$ cat src/hw/spi_slave_pkg.sv
package spi_slave_pkg;

    // wishbone word addresses
    localparam logic [1:0] REG_CTRL   = 2'd0;
    localparam logic [1:0] REG_TXDATA = 2'd1;
    localparam logic [1:0] REG_RXDATA = 2'd2;
    localparam logic [1:0] REG_STATUS = 2'd3;

    // control register fields
    localparam int CTRL_ENABLE = 0;
    localparam int CTRL_CPOL   = 1;
    localparam int CTRL_CPHA   = 2;
    localparam int CTRL_CSPOL  = 3;  // set for active-high cs
    localparam int CTRL_REV    = 4;  // set for msb first
    localparam int CTRL_WIDE   = 5;  // set for 16-bit chars

    // status register fields
    localparam int STAT_RX_VALID = 0;
    localparam int STAT_OVERRUN  = 1;
    localparam int STAT_BUSY     = 2;

    localparam int SYNC_STAGES = 2;

    // one data word, split into byte or halfword chars
    typedef union packed {
        logic [3:0][7:0]  b;
        logic [1:0][15:0] h;
    } spi_word_t;

endpackage

$ cat src/hw/spi_pin_sync.sv
module spi_pin_sync
    import spi_slave_pkg::*;
(
    input  logic done,
    input  logic S_RESETN,
    input  logic spi_sck,
    input  logic spi_cs,
    input  logic spi_mosi,
    input  logic cpol,
    input  logic cpha,
    input  logic cspol,
    output logic cs_active,
    output logic sample_stb,
    output logic shift_stb,
    output logic mosi_s
);

    logic [SYNC_STAGES-1:0] sck_sync;
    logic [SYNC_STAGES-1:0] cs_sync;
    logic [SYNC_STAGES-1:0] mosi_sync;
    logic                   sck_now;
    logic                   sck_prev;
    logic                   lead_edge;
    logic                   trail_edge;

    always_ff @(posedge done or negedge S_RESETN) begin
        if (!S_RESETN) begin
            sck_sync   <= '0;
            cs_sync    <= '1;  // idle for active-low select
            mosi_sync  <= '1;
            sck_prev   <= 1'b0;
            sample_stb <= 1'b0;
            shift_stb  <= 1'b0;
        end else begin
            sck_sync   <= {sck_sync[SYNC_STAGES-2:0], spi_sck};
            cs_sync    <= {cs_sync[SYNC_STAGES-2:0], spi_cs};
            mosi_sync  <= {mosi_sync[SYNC_STAGES-2:0], spi_mosi};
            sck_prev   <= sck_now;
            sample_stb <= cs_active & (cpha ? trail_edge : lead_edge);
            shift_stb  <= cs_active & (cpha ? lead_edge : trail_edge);
        end
    end

    assign sck_now   = sck_sync[SYNC_STAGES-1];
    assign mosi_s    = mosi_sync[SYNC_STAGES-1];
    assign cs_active = cspol ? cs_sync[SYNC_STAGES-1] : ~cs_sync[SYNC_STAGES-1];

    // leading edge leaves the idle level set by cpol
    assign lead_edge  = (sck_now ^ cpol) & ~(sck_prev ^ cpol);
    assign trail_edge = ~(sck_now ^ cpol) & (sck_prev ^ cpol);

endmodule

$ cat src/hw/spi_slave_regs.sv
module spi_slave_regs
    import spi_slave_pkg::*;
(
    input  logic        done,
    input  logic        S_RESETN,
    input  logic        wb_cyc,
    input  logic        wb_stb,
    input  logic        wb_we,
    input  logic [1:0]  wb_adr,
    input  logic [31:0] wb_dat_w,
    input  logic [3:0]  wb_sel,
    input  spi_word_t   rx_word,
    input  logic        word_done,
    input  logic        busy,
    output logic [31:0] wb_dat_r,
    output logic        wb_ack,
    output logic        enable,
    output logic        cpol,
    output logic        cpha,
    output logic        cspol,
    output logic        rev,
    output logic        wide,
    output spi_word_t   tx_word
);

    logic [CTRL_WIDE:0] ctrl;
    spi_word_t          rx_data;
    logic               rx_valid;
    logic               overrun;
    logic               req;
    logic               wr_req;
    logic               rd_req;
    logic               rd_rx;
    logic [31:0]        status_word;
    logic [31:0]        rd_mux;

    assign req    = wb_cyc & wb_stb & ~wb_ack;  // one ack per access
    assign wr_req = req & wb_we;
    assign rd_req = req & ~wb_we;
    assign rd_rx  = rd_req & (wb_adr == REG_RXDATA);

    assign enable = ctrl[CTRL_ENABLE];
    assign cpol   = ctrl[CTRL_CPOL];
    assign cpha   = ctrl[CTRL_CPHA];
    assign cspol  = ctrl[CTRL_CSPOL];
    assign rev    = ctrl[CTRL_REV];
    assign wide   = ctrl[CTRL_WIDE];

    always_comb begin
        status_word                = '0;
        status_word[STAT_RX_VALID] = rx_valid;
        status_word[STAT_OVERRUN]  = overrun;
        status_word[STAT_BUSY]     = busy;
    end

    always_comb begin
        case (wb_adr)
            REG_CTRL:   rd_mux = 32'(ctrl);
            REG_TXDATA: rd_mux = tx_word;
            REG_RXDATA: rd_mux = rx_data;
            REG_STATUS: rd_mux = status_word;
            default:    rd_mux = '0;
        endcase
    end

    always_ff @(posedge done or negedge S_RESETN) begin
        if (!S_RESETN) begin
            wb_ack   <= 1'b0;
            wb_dat_r <= '0;
            ctrl     <= '0;
            tx_word  <= '0;
            rx_data  <= '0;
            rx_valid <= 1'b0;
            overrun  <= 1'b0;
        end else begin
            wb_ack <= req;
            if (rd_req) begin
                wb_dat_r <= rd_mux;
            end
            if (wr_req && (wb_adr == REG_CTRL)) begin
                ctrl <= wb_dat_w[CTRL_WIDE:0];
            end
            if (wr_req && (wb_adr == REG_TXDATA)) begin
                for (int i = 0; i < 4; i++) begin
                    if (wb_sel[i]) begin
                        tx_word.b[i] <= wb_dat_w[8*i +: 8];  // byte enables
                    end
                end
            end
            if (word_done) begin
                rx_data  <= rx_word;
                rx_valid <= 1'b1;
                overrun  <= rd_rx ? 1'b0 : (overrun | rx_valid);  // unread word lost
            end else if (rd_rx) begin
                rx_valid <= 1'b0;
                overrun  <= 1'b0;
            end
        end
    end

endmodule

$ cat src/hw/spi_slave_top.sv
module spi_slave_top
    import spi_slave_pkg::*;
(
    input  logic        done,
    input  logic        S_RESETN,
    input  logic        wb_cyc,
    input  logic        wb_stb,
    input  logic        wb_we,
    input  logic [1:0]  wb_adr,
    input  logic [31:0] wb_dat_w,
    input  logic [3:0]  wb_sel,
    input  logic        spi_sck,
    input  logic        spi_cs,
    input  logic        spi_mosi,
    output logic [31:0] wb_dat_r,
    output logic        wb_ack,
    output logic        spi_miso
);

    logic      enable;
    logic      cpol;
    logic      cpha;
    logic      cspol;
    logic      rev;
    logic      wide;
    logic      cs_active;
    logic      sample_stb;
    logic      shift_stb;
    logic      mosi_s;
    logic      word_done;
    logic      busy;
    spi_word_t tx_word;
    spi_word_t rx_word;

    spi_pin_sync u_sync (
        .done       (done),
        .S_RESETN   (S_RESETN),
        .spi_sck    (spi_sck),
        .spi_cs     (spi_cs),
        .spi_mosi   (spi_mosi),
        .cpol       (cpol),
        .cpha       (cpha),
        .cspol      (cspol),
        .cs_active  (cs_active),
        .sample_stb (sample_stb),
        .shift_stb  (shift_stb),
        .mosi_s     (mosi_s)
    );

    spi_slave_trx_char u_trx (
        .done       (done),
        .S_RESETN   (S_RESETN),
        .enable     (enable),
        .cpha       (cpha),
        .rev        (rev),
        .wide       (wide),
        .cs_active  (cs_active),
        .sample_stb (sample_stb),
        .shift_stb  (shift_stb),
        .mosi_s     (mosi_s),
        .tx_word    (tx_word),
        .spi_miso   (spi_miso),
        .rx_word    (rx_word),
        .word_done  (word_done),
        .busy       (busy)
    );

    spi_slave_regs u_regs (
        .done      (done),
        .S_RESETN  (S_RESETN),
        .wb_cyc    (wb_cyc),
        .wb_stb    (wb_stb),
        .wb_we     (wb_we),
        .wb_adr    (wb_adr),
        .wb_dat_w  (wb_dat_w),
        .wb_sel    (wb_sel),
        .rx_word   (rx_word),
        .word_done (word_done),
        .busy      (busy),
        .wb_dat_r  (wb_dat_r),
        .wb_ack    (wb_ack),
        .enable    (enable),
        .cpol      (cpol),
        .cpha      (cpha),
        .cspol     (cspol),
        .rev       (rev),
        .wide      (wide),
        .tx_word   (tx_word)
    );

endmodule

$ cat src/hw/spi_slave_trx_char.sv
module spi_slave_trx_char
    import spi_slave_pkg::*;
(
    input  logic      done,
    input  logic      S_RESETN,
    input  logic      enable,
    input  logic      cpha,
    input  logic      rev,
    input  logic      wide,
    input  logic      cs_active,
    input  logic      sample_stb,
    input  logic      shift_stb,
    input  logic      mosi_s,
    input  spi_word_t tx_word,
    output logic      spi_miso,
    output spi_word_t rx_word,
    output logic      word_done,
    output logic      busy
);

    logic        active;
    logic        active_q;
    logic [3:0]  bit_cnt;
    logic [1:0]  char_idx;
    logic [3:0]  last_bit;
    logic [1:0]  last_idx;
    logic        char_end;
    logic        load_char;
    logic        tx_step;
    spi_word_t   tx_lat;
    spi_word_t   tx_src;
    logic [15:0] tx_char;
    logic [15:0] tx_cur;
    logic [15:0] tx_sh;
    logic [15:0] rx_sh;
    logic [15:0] rx_next;
    spi_word_t   rx_asm;

    assign active   = enable & cs_active;
    assign busy     = active;
    assign last_bit = wide ? 4'd15 : 4'd7;
    assign last_idx = wide ? 2'd1 : 2'd3;
    assign char_end = (bit_cnt == last_bit);

    // cpha 0 presents bit 0 at select, otherwise on the first shift edge of a char
    assign load_char = (active & ~active_q & ~cpha) | (shift_stb & (bit_cnt == 4'd0));
    assign tx_step   = load_char | shift_stb;

    assign tx_src  = (char_idx == 2'd0) ? tx_word : tx_lat;  // fresh word at lane 0
    assign tx_char = wide ? tx_src.h[char_idx[0]] : {8'h00, tx_src.b[char_idx]};
    assign tx_cur  = load_char ? tx_char : tx_sh;

    // new bit enters on the side opposite the first one sent
    assign rx_next = rev ? {rx_sh[14:0], mosi_s} : {mosi_s, rx_sh[15:1]};

    assign rx_word = rx_asm;

    always_ff @(posedge done or negedge S_RESETN) begin
        if (!S_RESETN) begin
            active_q  <= 1'b0;
            bit_cnt   <= '0;
            char_idx  <= '0;
            word_done <= 1'b0;
            spi_miso  <= 1'b1;
        end else begin
            active_q  <= active;
            word_done <= 1'b0;
            if (!active) begin
                bit_cnt  <= '0;  // partial word dropped
                char_idx <= '0;
                spi_miso <= 1'b1;
            end else begin
                if (tx_step) begin
                    spi_miso <= rev ? (wide ? tx_cur[15] : tx_cur[7]) : tx_cur[0];
                end
                if (sample_stb) begin
                    if (char_end) begin
                        bit_cnt <= '0;
                        if (char_idx == last_idx) begin
                            char_idx  <= '0;
                            word_done <= 1'b1;
                        end else begin
                            char_idx <= char_idx + 2'd1;
                        end
                    end else begin
                        bit_cnt <= bit_cnt + 4'd1;
                    end
                end
            end
        end
    end

    always_ff @(posedge done) begin
        if (active && tx_step) begin
            tx_sh <= rev ? {tx_cur[14:0], 1'b0} : {1'b0, tx_cur[15:1]};
        end
        if (active && load_char && (char_idx == 2'd0)) begin
            tx_lat <= tx_word;
        end
        if (active && sample_stb) begin
            rx_sh <= rx_next;
            if (char_end) begin
                if (wide) begin
                    rx_asm.h[char_idx[0]] <= rx_next;
                end else begin
                    rx_asm.b[char_idx] <= rev ? rx_next[7:0] : rx_next[15:8];
                end
            end
        end
    end

endmodule

$ cat config.mk
export PLATFORM = sky130hd
export DESIGN_NAME = spi_slave_top
export DESIGN_NICKNAME = d
export VERILOG_FILES = /design/src/hw/spi_slave_pkg.sv /design/src/hw/spi_pin_sync.sv /design/src/hw/spi_slave_regs.sv /design/src/hw/spi_slave_top.sv /design/src/hw/spi_slave_trx_char.sv
export SDC_FILE = /design/constraint.sdc
export NUM_CORES = 1
export LEC_CHECK = 0
export ABC_AREA = 1
export CORE_ASPECT_RATIO = 0.75
export CORE_MARGIN = 8
export CORE_UTILIZATION = 63
export DETAILED_ROUTE_END_ITERATION = 10
export DONT_BUFFER_PORTS = 1
export PLACE_DENSITY = 0.81
export RECOVER_POWER = 25
export SETUP_SLACK_MARGIN = 0.3
export SYNTH_ARGS = -nofsm -noshare
export SYNTH_HDL_FRONTEND = slang
export SYNTH_SLANG_ARGS = --single-unit
$ cat constraint.sdc
create_clock -name done -period 3.7 [get_ports done]
set_input_delay 0.74 -clock done [delete_from_list [all_inputs] [get_ports done]]
set_output_delay 0.74 -clock done [all_outputs]
set_load 0.05 [all_outputs]
==> impl_metrics.tcl, run 1 <==
set metrics [dict create \
    outcome "finished, final reports clean" \
    critPathLaunchType "flip-flop" \
    grt_pass1_wl_mm 38.5 \
    synth_cell_types 39 \
    antennaDiodeCount 0 \
    cts_tree "done" \
    cts_root_buf "clkbuf_16" \
    finClkSkew_ns 0.0127 \
    hold_viol_final 0 \
    utilization_pct 69.1 \
    ys.flop_type "dfrtp_1" \
    io_pins 80 \
    tns_ns 0 \
    register_area_um2 5970 \
    leakagePower_nw 4.30 \
    cts_buffers 21 \
    initial_core_util_pct 64.2 \
    synth_area_per_cell_um2 9.89 \
    yosysWarnings 0 \
    viasPerCell 6.12 \
    vdd_drop_max_v 0.000364 \
    layout_commonest_cell "nand2_1" \
    grt_setup_unrepaired "no" \
    die_area_um2 19700 \
    period_share_pct 74.1 \
    syn-cell-area_um2 9740 \
    globalplace.congestion 0.943 \
    wl_per_cell_um 20.5 \
    synth_seq_area_share_pct 61.3 \
    num_vias 7308 \
    grt_pass1_vias 6824 \
    fp.dieW_um 160 \
    setup-violations-final 0 \
    hold_class "in2async" \
    cts_sinks 219 \
    syn_nets 1037 \
    fmax_ghz 0.365 \
    dpl.hpwl_mm 17.1 \
    top_layer "met5" \
    wl_met1_mm 10.7 \
    slew_viol_final 0 \
    stdcell_area_um2 10500 \
    pwr_density_cell_nw_per_um2 613 \
    whs_ns 0.0819 \
    synthCells 985 \
    ctsResizeCount 0 \
    drv_cap 0 \
    synth_edf_count 96 \
    grt-ovfl-total 0 \
    areaGrowthSynthToFinish_pct 7.71 \
    dieHeight_um 124 \
    fillers 1132 \
    rows 39 \
    final_cell_mix "nand2_1, inv_1, dfrtp_1" \
    tightestPinTransition_ns 0.847 \
    slew_headroom_pct 43.5 \
    ys_seq_elements 219 \
    cp_data_arrival_time_ns 2.98 \
    cts_setup_buffers 0 \
    ant_nets 0 \
    clk_pin_slew_ns 0.06 \
    clock_latency_ns 0.50 \
    worstSetupPathType "reg2reg" \
    async_reset_ff_share_pct 56.2 \
    met3RoutedLength_mm 3.02 \
    grt_max_degree 119 \
    worst_ep_required_time_ns 3.94 \
    place_area_um2 9800 \
    fin_crit_ns 2.74 \
    wl_met2_mm 10.1 \
    end_kind "flip-flop" \
    cts_hold_buf 1 \
    core_um2 15200 \
    htree_levels 1 \
    total_power_mw 6.43 \
    drive_gt1_share_pct 7.98 \
    track_usage_pct 25.0 \
    cp_max_fo 21 \
    clockBufferDepth 3 \
    drt_iter0_drc 952 \
    nets 1027 \
    multi_input_area_um2 2990 \
    dr.pass1.iters 8 \
    drc 0 \
    port_buffers 0 \
    wl_mm 24.5 \
    antenna_found_initial 1 \
]
-- path summary, 6_finish.rpt --
check	startpoint	end	slack, ns	cells past startpoint
setup / recovery	u_trx.char_idx[0]	u_trx.tx_sh[5]	0.96	10
hold / removal	S_RESETN	u_trx.spi_miso	0.08	0
setup reg to reg	u_trx.char_idx[0]	u_trx.tx_sh[5]	0.96	10
hold reg to reg	u_sync.sck_sync[0]	u_sync.sck_sync[1]	0.35	0
max in group asynchronous	S_RESETN	u_regs.ctrl[5]	3.04	1
min in group done	spi_cs	u_sync.cs_sync[0]	0.24	0
-- stage by stage --
step / instances / setup slack, ns
floorplan: 985 / 0.610
global placement: 1156 / 1.05
detailed placement: 1156 / 0.960
CTS: 1195 / 0.962
global route: 1195 / 0.754
finish: 1195 / 0.959
-- cells by family after synthesis --
group                    Yosys count  share of synthesized area, %
multiplexers                       6                         0.630
buffers and inverters            178                          8.06
XOR/XNOR                           5                         0.450
AO/OA/AOI/OAI                    274                          15.5
flip-flops                       219                          61.3
adder cells (fa/ha/maj)            6                         0.771
AND/OR/NAND/NOR                  297                          13.3
-- where the power goes --
part	total, mW	internal, mW	switching [mW]
combinational	1.01	0.315	0.692
sequential	3.37	2.88	0.490
clock	2.06	1.15	0.909
-- layout make-up --
class / count / area share, %
Clock buffer: 27 / 5.71
Clock inverter: 11 / 0.549
Inverter: 131 / 4.71
Multi-Input combinational cell: 588 / 28.5
Sequential cell: 219 / 56.9
Tap cell: 205 / 2.45
Timing Repair Buffer: 14 / 1.19
-- state kept, by name, summed over array words and instances (netlist names), 2 cells and up --
signal	flops
u_regs.ctrl	6
u_regs.tx_word	32
u_trx.bit_cnt	4
u_trx.tx_sh	16
u_trx.char_idx	2
u_regs.rx_data	32
u_sync.sck_sync	2
u_sync.mosi_sync	2
u_trx.tx_lat	32
u_trx.rx_sh	16
u_trx.rx_word	32
u_regs.wb_dat_r	32
u_sync.cs_sync	2
-- routing by layer --
| metal | vias up | track usage, % |
|---|---|---|
| met5 | - | 0 |
| met2 | 469 | 35.4 |
| met1 | 3463 | 37.1 |
| met3 | 60 | 6.54 |
| li1 | 3314 | - |
| met4 | 2 | 7.70 |
-- worst max-delay path, cell delays in order, from the launching register on --
cell and delay [ns]:
dfrtp_1 0.82, inv_1 0.16, ha_1 0.24, buf_4 0.18
buf_4 0.22, o21ai_0 0.17, a21oi_1 0.12, a22oi_1 0.23
nand3_1 0.14, o211ai_1 0.13, nand2_1 0.08
-- Yosys cell counts (4+ instances only) --
cell type	instances	area [um^2]
o211ai_1	13	97.6
a21oi_1	69	345
buf_4	6	45.0
nor2_1	62	233
dfstp_2	5	131
nor2_4	7	78.8
ha_1	6	75.1
dfrtp_1	118	2950
mux2i_1	5	50.1
edfxtp_1	96	2880
nand2_1	174	653
inv_1	126	473
a22oi_1	8	60.1
clkbuf_1	15	56.3
nand3_1	34	170
o21ai_1	4	20.0
buf_6	10	113
or2_1	4	25.0
buf_2	13	65.1
nand2_2	6	37.5
o21ai_0	115	576
o22ai_1	62	388
(Power assumes the default switching activity.)
==> run 2: changes to the inputs <==
--- a/config.mk
+++ b/config.mk
@@ -8,10 +8,10 @@
 export ABC_AREA = 1
 export CORE_ASPECT_RATIO = 0.75
 export CORE_MARGIN = 8
-export CORE_UTILIZATION = 63
+export CORE_UTILIZATION = 57
 export DETAILED_ROUTE_END_ITERATION = 10
 export DONT_BUFFER_PORTS = 1
-export PLACE_DENSITY = 0.81
+export PLACE_DENSITY = 0.77
 export RECOVER_POWER = 25
 export SETUP_SLACK_MARGIN = 0.3
 export SYNTH_ARGS = -nofsm -noshare
==> constraint.sdc (replaced) <==
create_clock -name done -period 2.34 [get_ports done]
set_input_delay 0.468 -clock done [delete_from_list [all_inputs] [get_ports done]]
set_output_delay 0.468 -clock done [all_outputs]
set_load 0.05 [all_outputs]
==> run 2 against run 1 <==
The run now ends with hold timing left; die area up 9.3%; hold slack worse by 0.42 ns; first-iteration DRC count is 10% lower; clock power rose by 63%; utilization decreased by 4.9 points; wire length increased by 1.3%; sequential share of layout area decreased by 1.5 points; largest cell class unchanged.
==> impl_metrics.tcl, run 2 (synthesis gave the netlist of run 1 again) <==
set metrics [dict create \
    nets 1047 \
    grt_pass1_vias 6905 \
    whs_ns -0.334 \
    tns_ns 0 \
    worst_ep_required_time_ns 2.55 \
    cts_tree "done" \
    core_um2 16800 \
    leakagePower_nw 4.41 \
    fin_crit_ns 1.99 \
    met3_usage_pct 7.44 \
    crit_start "u_regs.ctrl[4]" \
    register_area_um2 5970 \
    antennaDiodeCount 0 \
    clockBufferDepth 3 \
    drt_iter0_drc 857 \
    grt_use_met2_pct 31.9 \
    final_cell_mix "nand2_1, inv_1, dfrtp_1" \
    wl_mm 24.8 \
    globalplace.congestion 0.925 \
    viasPerCell 5.96 \
    seq_power_share_pct 51.5 \
    clock_latency_ns 0.50 \
    tightestPinTransition_ns 0.594 \
    hold_class "in2async" \
    pwr_density_cell_nw_per_um2 955 \
    stdcell_area_um2 10800 \
    reg2reg_depth 3 \
    period_share_pct 85.0 \
    antenna_found_initial 1 \
    dieHeight_um 129 \
    slew_headroom_pct 60.4 \
    hold_viol_final 123 \
    sw_frac_of_total_pct 31.9 \
    total_power_mw 10.3 \
    track_usage_pct 23.0 \
    fmax_ghz 0.503 \
    fp.dieW_um 167 \
    cts_sinks 219 \
    initial_core_util_pct 58.1 \
    htree_levels 1 \
    reg2reg_to "u_trx.rx_word[18]" \
    worstSetupPathType "reg2reg" \
    outcome "finished with violations" \
    setup-violations-final 0 \
    dpl.hpwl_mm 17.5 \
    combPwrFrac_pct 15.9 \
    p_clk_share_pct 32.6 \
    port_buffers 0 \
    r2r_setup_slack_ns 0.35 \
    stdcell_count 1225 \
    finClkSkew_ns 0.0123 \
    cts_buffers 21 \
    cp_data_arrival_time_ns 2.20 \
    drive_gt1_share_pct 10.5 \
    slew_viol_final 0 \
    place_inst 1175 \
    clk_pin_slew_ns 0.06 \
    wl_per_cell_um 20.3 \
    cts_root_buf "clkbuf_16" \
    num_vias 7298 \
    ant_nets 0 \
    cp_max_fo 21 \
    drc 0 \
    grt_pass1_wl_mm 39.0 \
    fillers 1294 \
    vdd_drop_max_v 0.000446 \
    end_kind "flip-flop" \
    dr.pass1.iters 5 \
    p_int_mw 7.01 \
    grt_setup_unrepaired "yes" \
    rows 41 \
    cts_hold_buf 3 \
    grt_max_degree 124 \
    die_area_um2 21600 \
    multi_input_area_um2 3080 \
    io_pins 80 \
    grt-ovfl-total 0 \
    place_area_um2 9980 \
    critPathLaunchType "flip-flop" \
    worstReg2RegStart "u_regs.ctrl[4]" \
    drv_cap 0 \
    failed_checks "hold timing" \
    areaGrowthSynthToFinish_pct 10.7 \
    grt-busiest-layer "met1" \
    worstSetupEndpoint "u_trx.rx_word[18]" \
    use_met1_pct 34.5 \
    layout_commonest_cell "nand2_1" \
    p_sw_mw 3.29 \
]
[run 2: critical path, cell delays in order, from the launching register on]
cell and delay [ns]:
dfrtp_1 0.40, clkinv_1 0.49, a21oi_1 0.59, o22ai_1 0.21
[run 2: cell type report]
| type | instances | share of cell area (%) |
|---|---|---|
| multi-input combinational | 588 | 28.6 |
| tap | 215 | 2.50 |
| timing repair buffer | 34 | 2.74 |
| clock inverter | 11 | 1.03 |
| sequential | 219 | 55.4 |
| clock buffer | 27 | 5.18 |
| inverter | 131 | 4.61 |
[run 2: metal layers]
metal,part of all wire (%),wire length [um]
met5,0.048,12
met4,1.6,408
met3,12,3040
met2,41,10200
met1,45,11200
[run 2: how the worst min path moves through the flow]
stage / slack (ns) / from / end / cells past startpoint
floorplan: 0.17 / S_RESETN / u_regs.ctrl[0] / 0
global placement: 0.18 / S_RESETN / u_regs.tx_word[21] / 0
detailed placement: 0.18 / S_RESETN / u_regs.tx_word[17] / 0
CTS: -0.35 / S_RESETN / u_trx.bit_cnt[2] / 0
global route: -0.35 / S_RESETN / u_regs.tx_word[29] / 0
finish: -0.33 / S_RESETN / u_regs.tx_word[19] / 0
[run 2: power groups by stage]
stage | logic, mW | registers, mW | clock network (mW)
2_1_floorplan | 1.17 | 5.22 | 0
3_3_place_gp | 1.54 | 5.36 | 0
3_5_place_dp | 1.58 | 5.37 | 0
4_1_cts | 1.59 | 5.30 | 3.40
5_1_grt | 1.82 | 5.35 | 3.56
6_report | 1.64 | 5.30 | 3.36
[run 2: through the flow]
step	setup slack, ns	utilization [%]
after CTS	0.285	64.0
after floorplan	0.306	-
after global routing	0.281	64.3
after global placement	0.250	59.5
final	0.351	64.3
after detailed placement	0.263	59.5
[run 2: what timing repair did]
action,CTS,global route
setup buffers,5,4
resized for setup,1,9
pin swaps,1,2
setup endpoints to repair,31,16
hold endpoints to repair,126,123
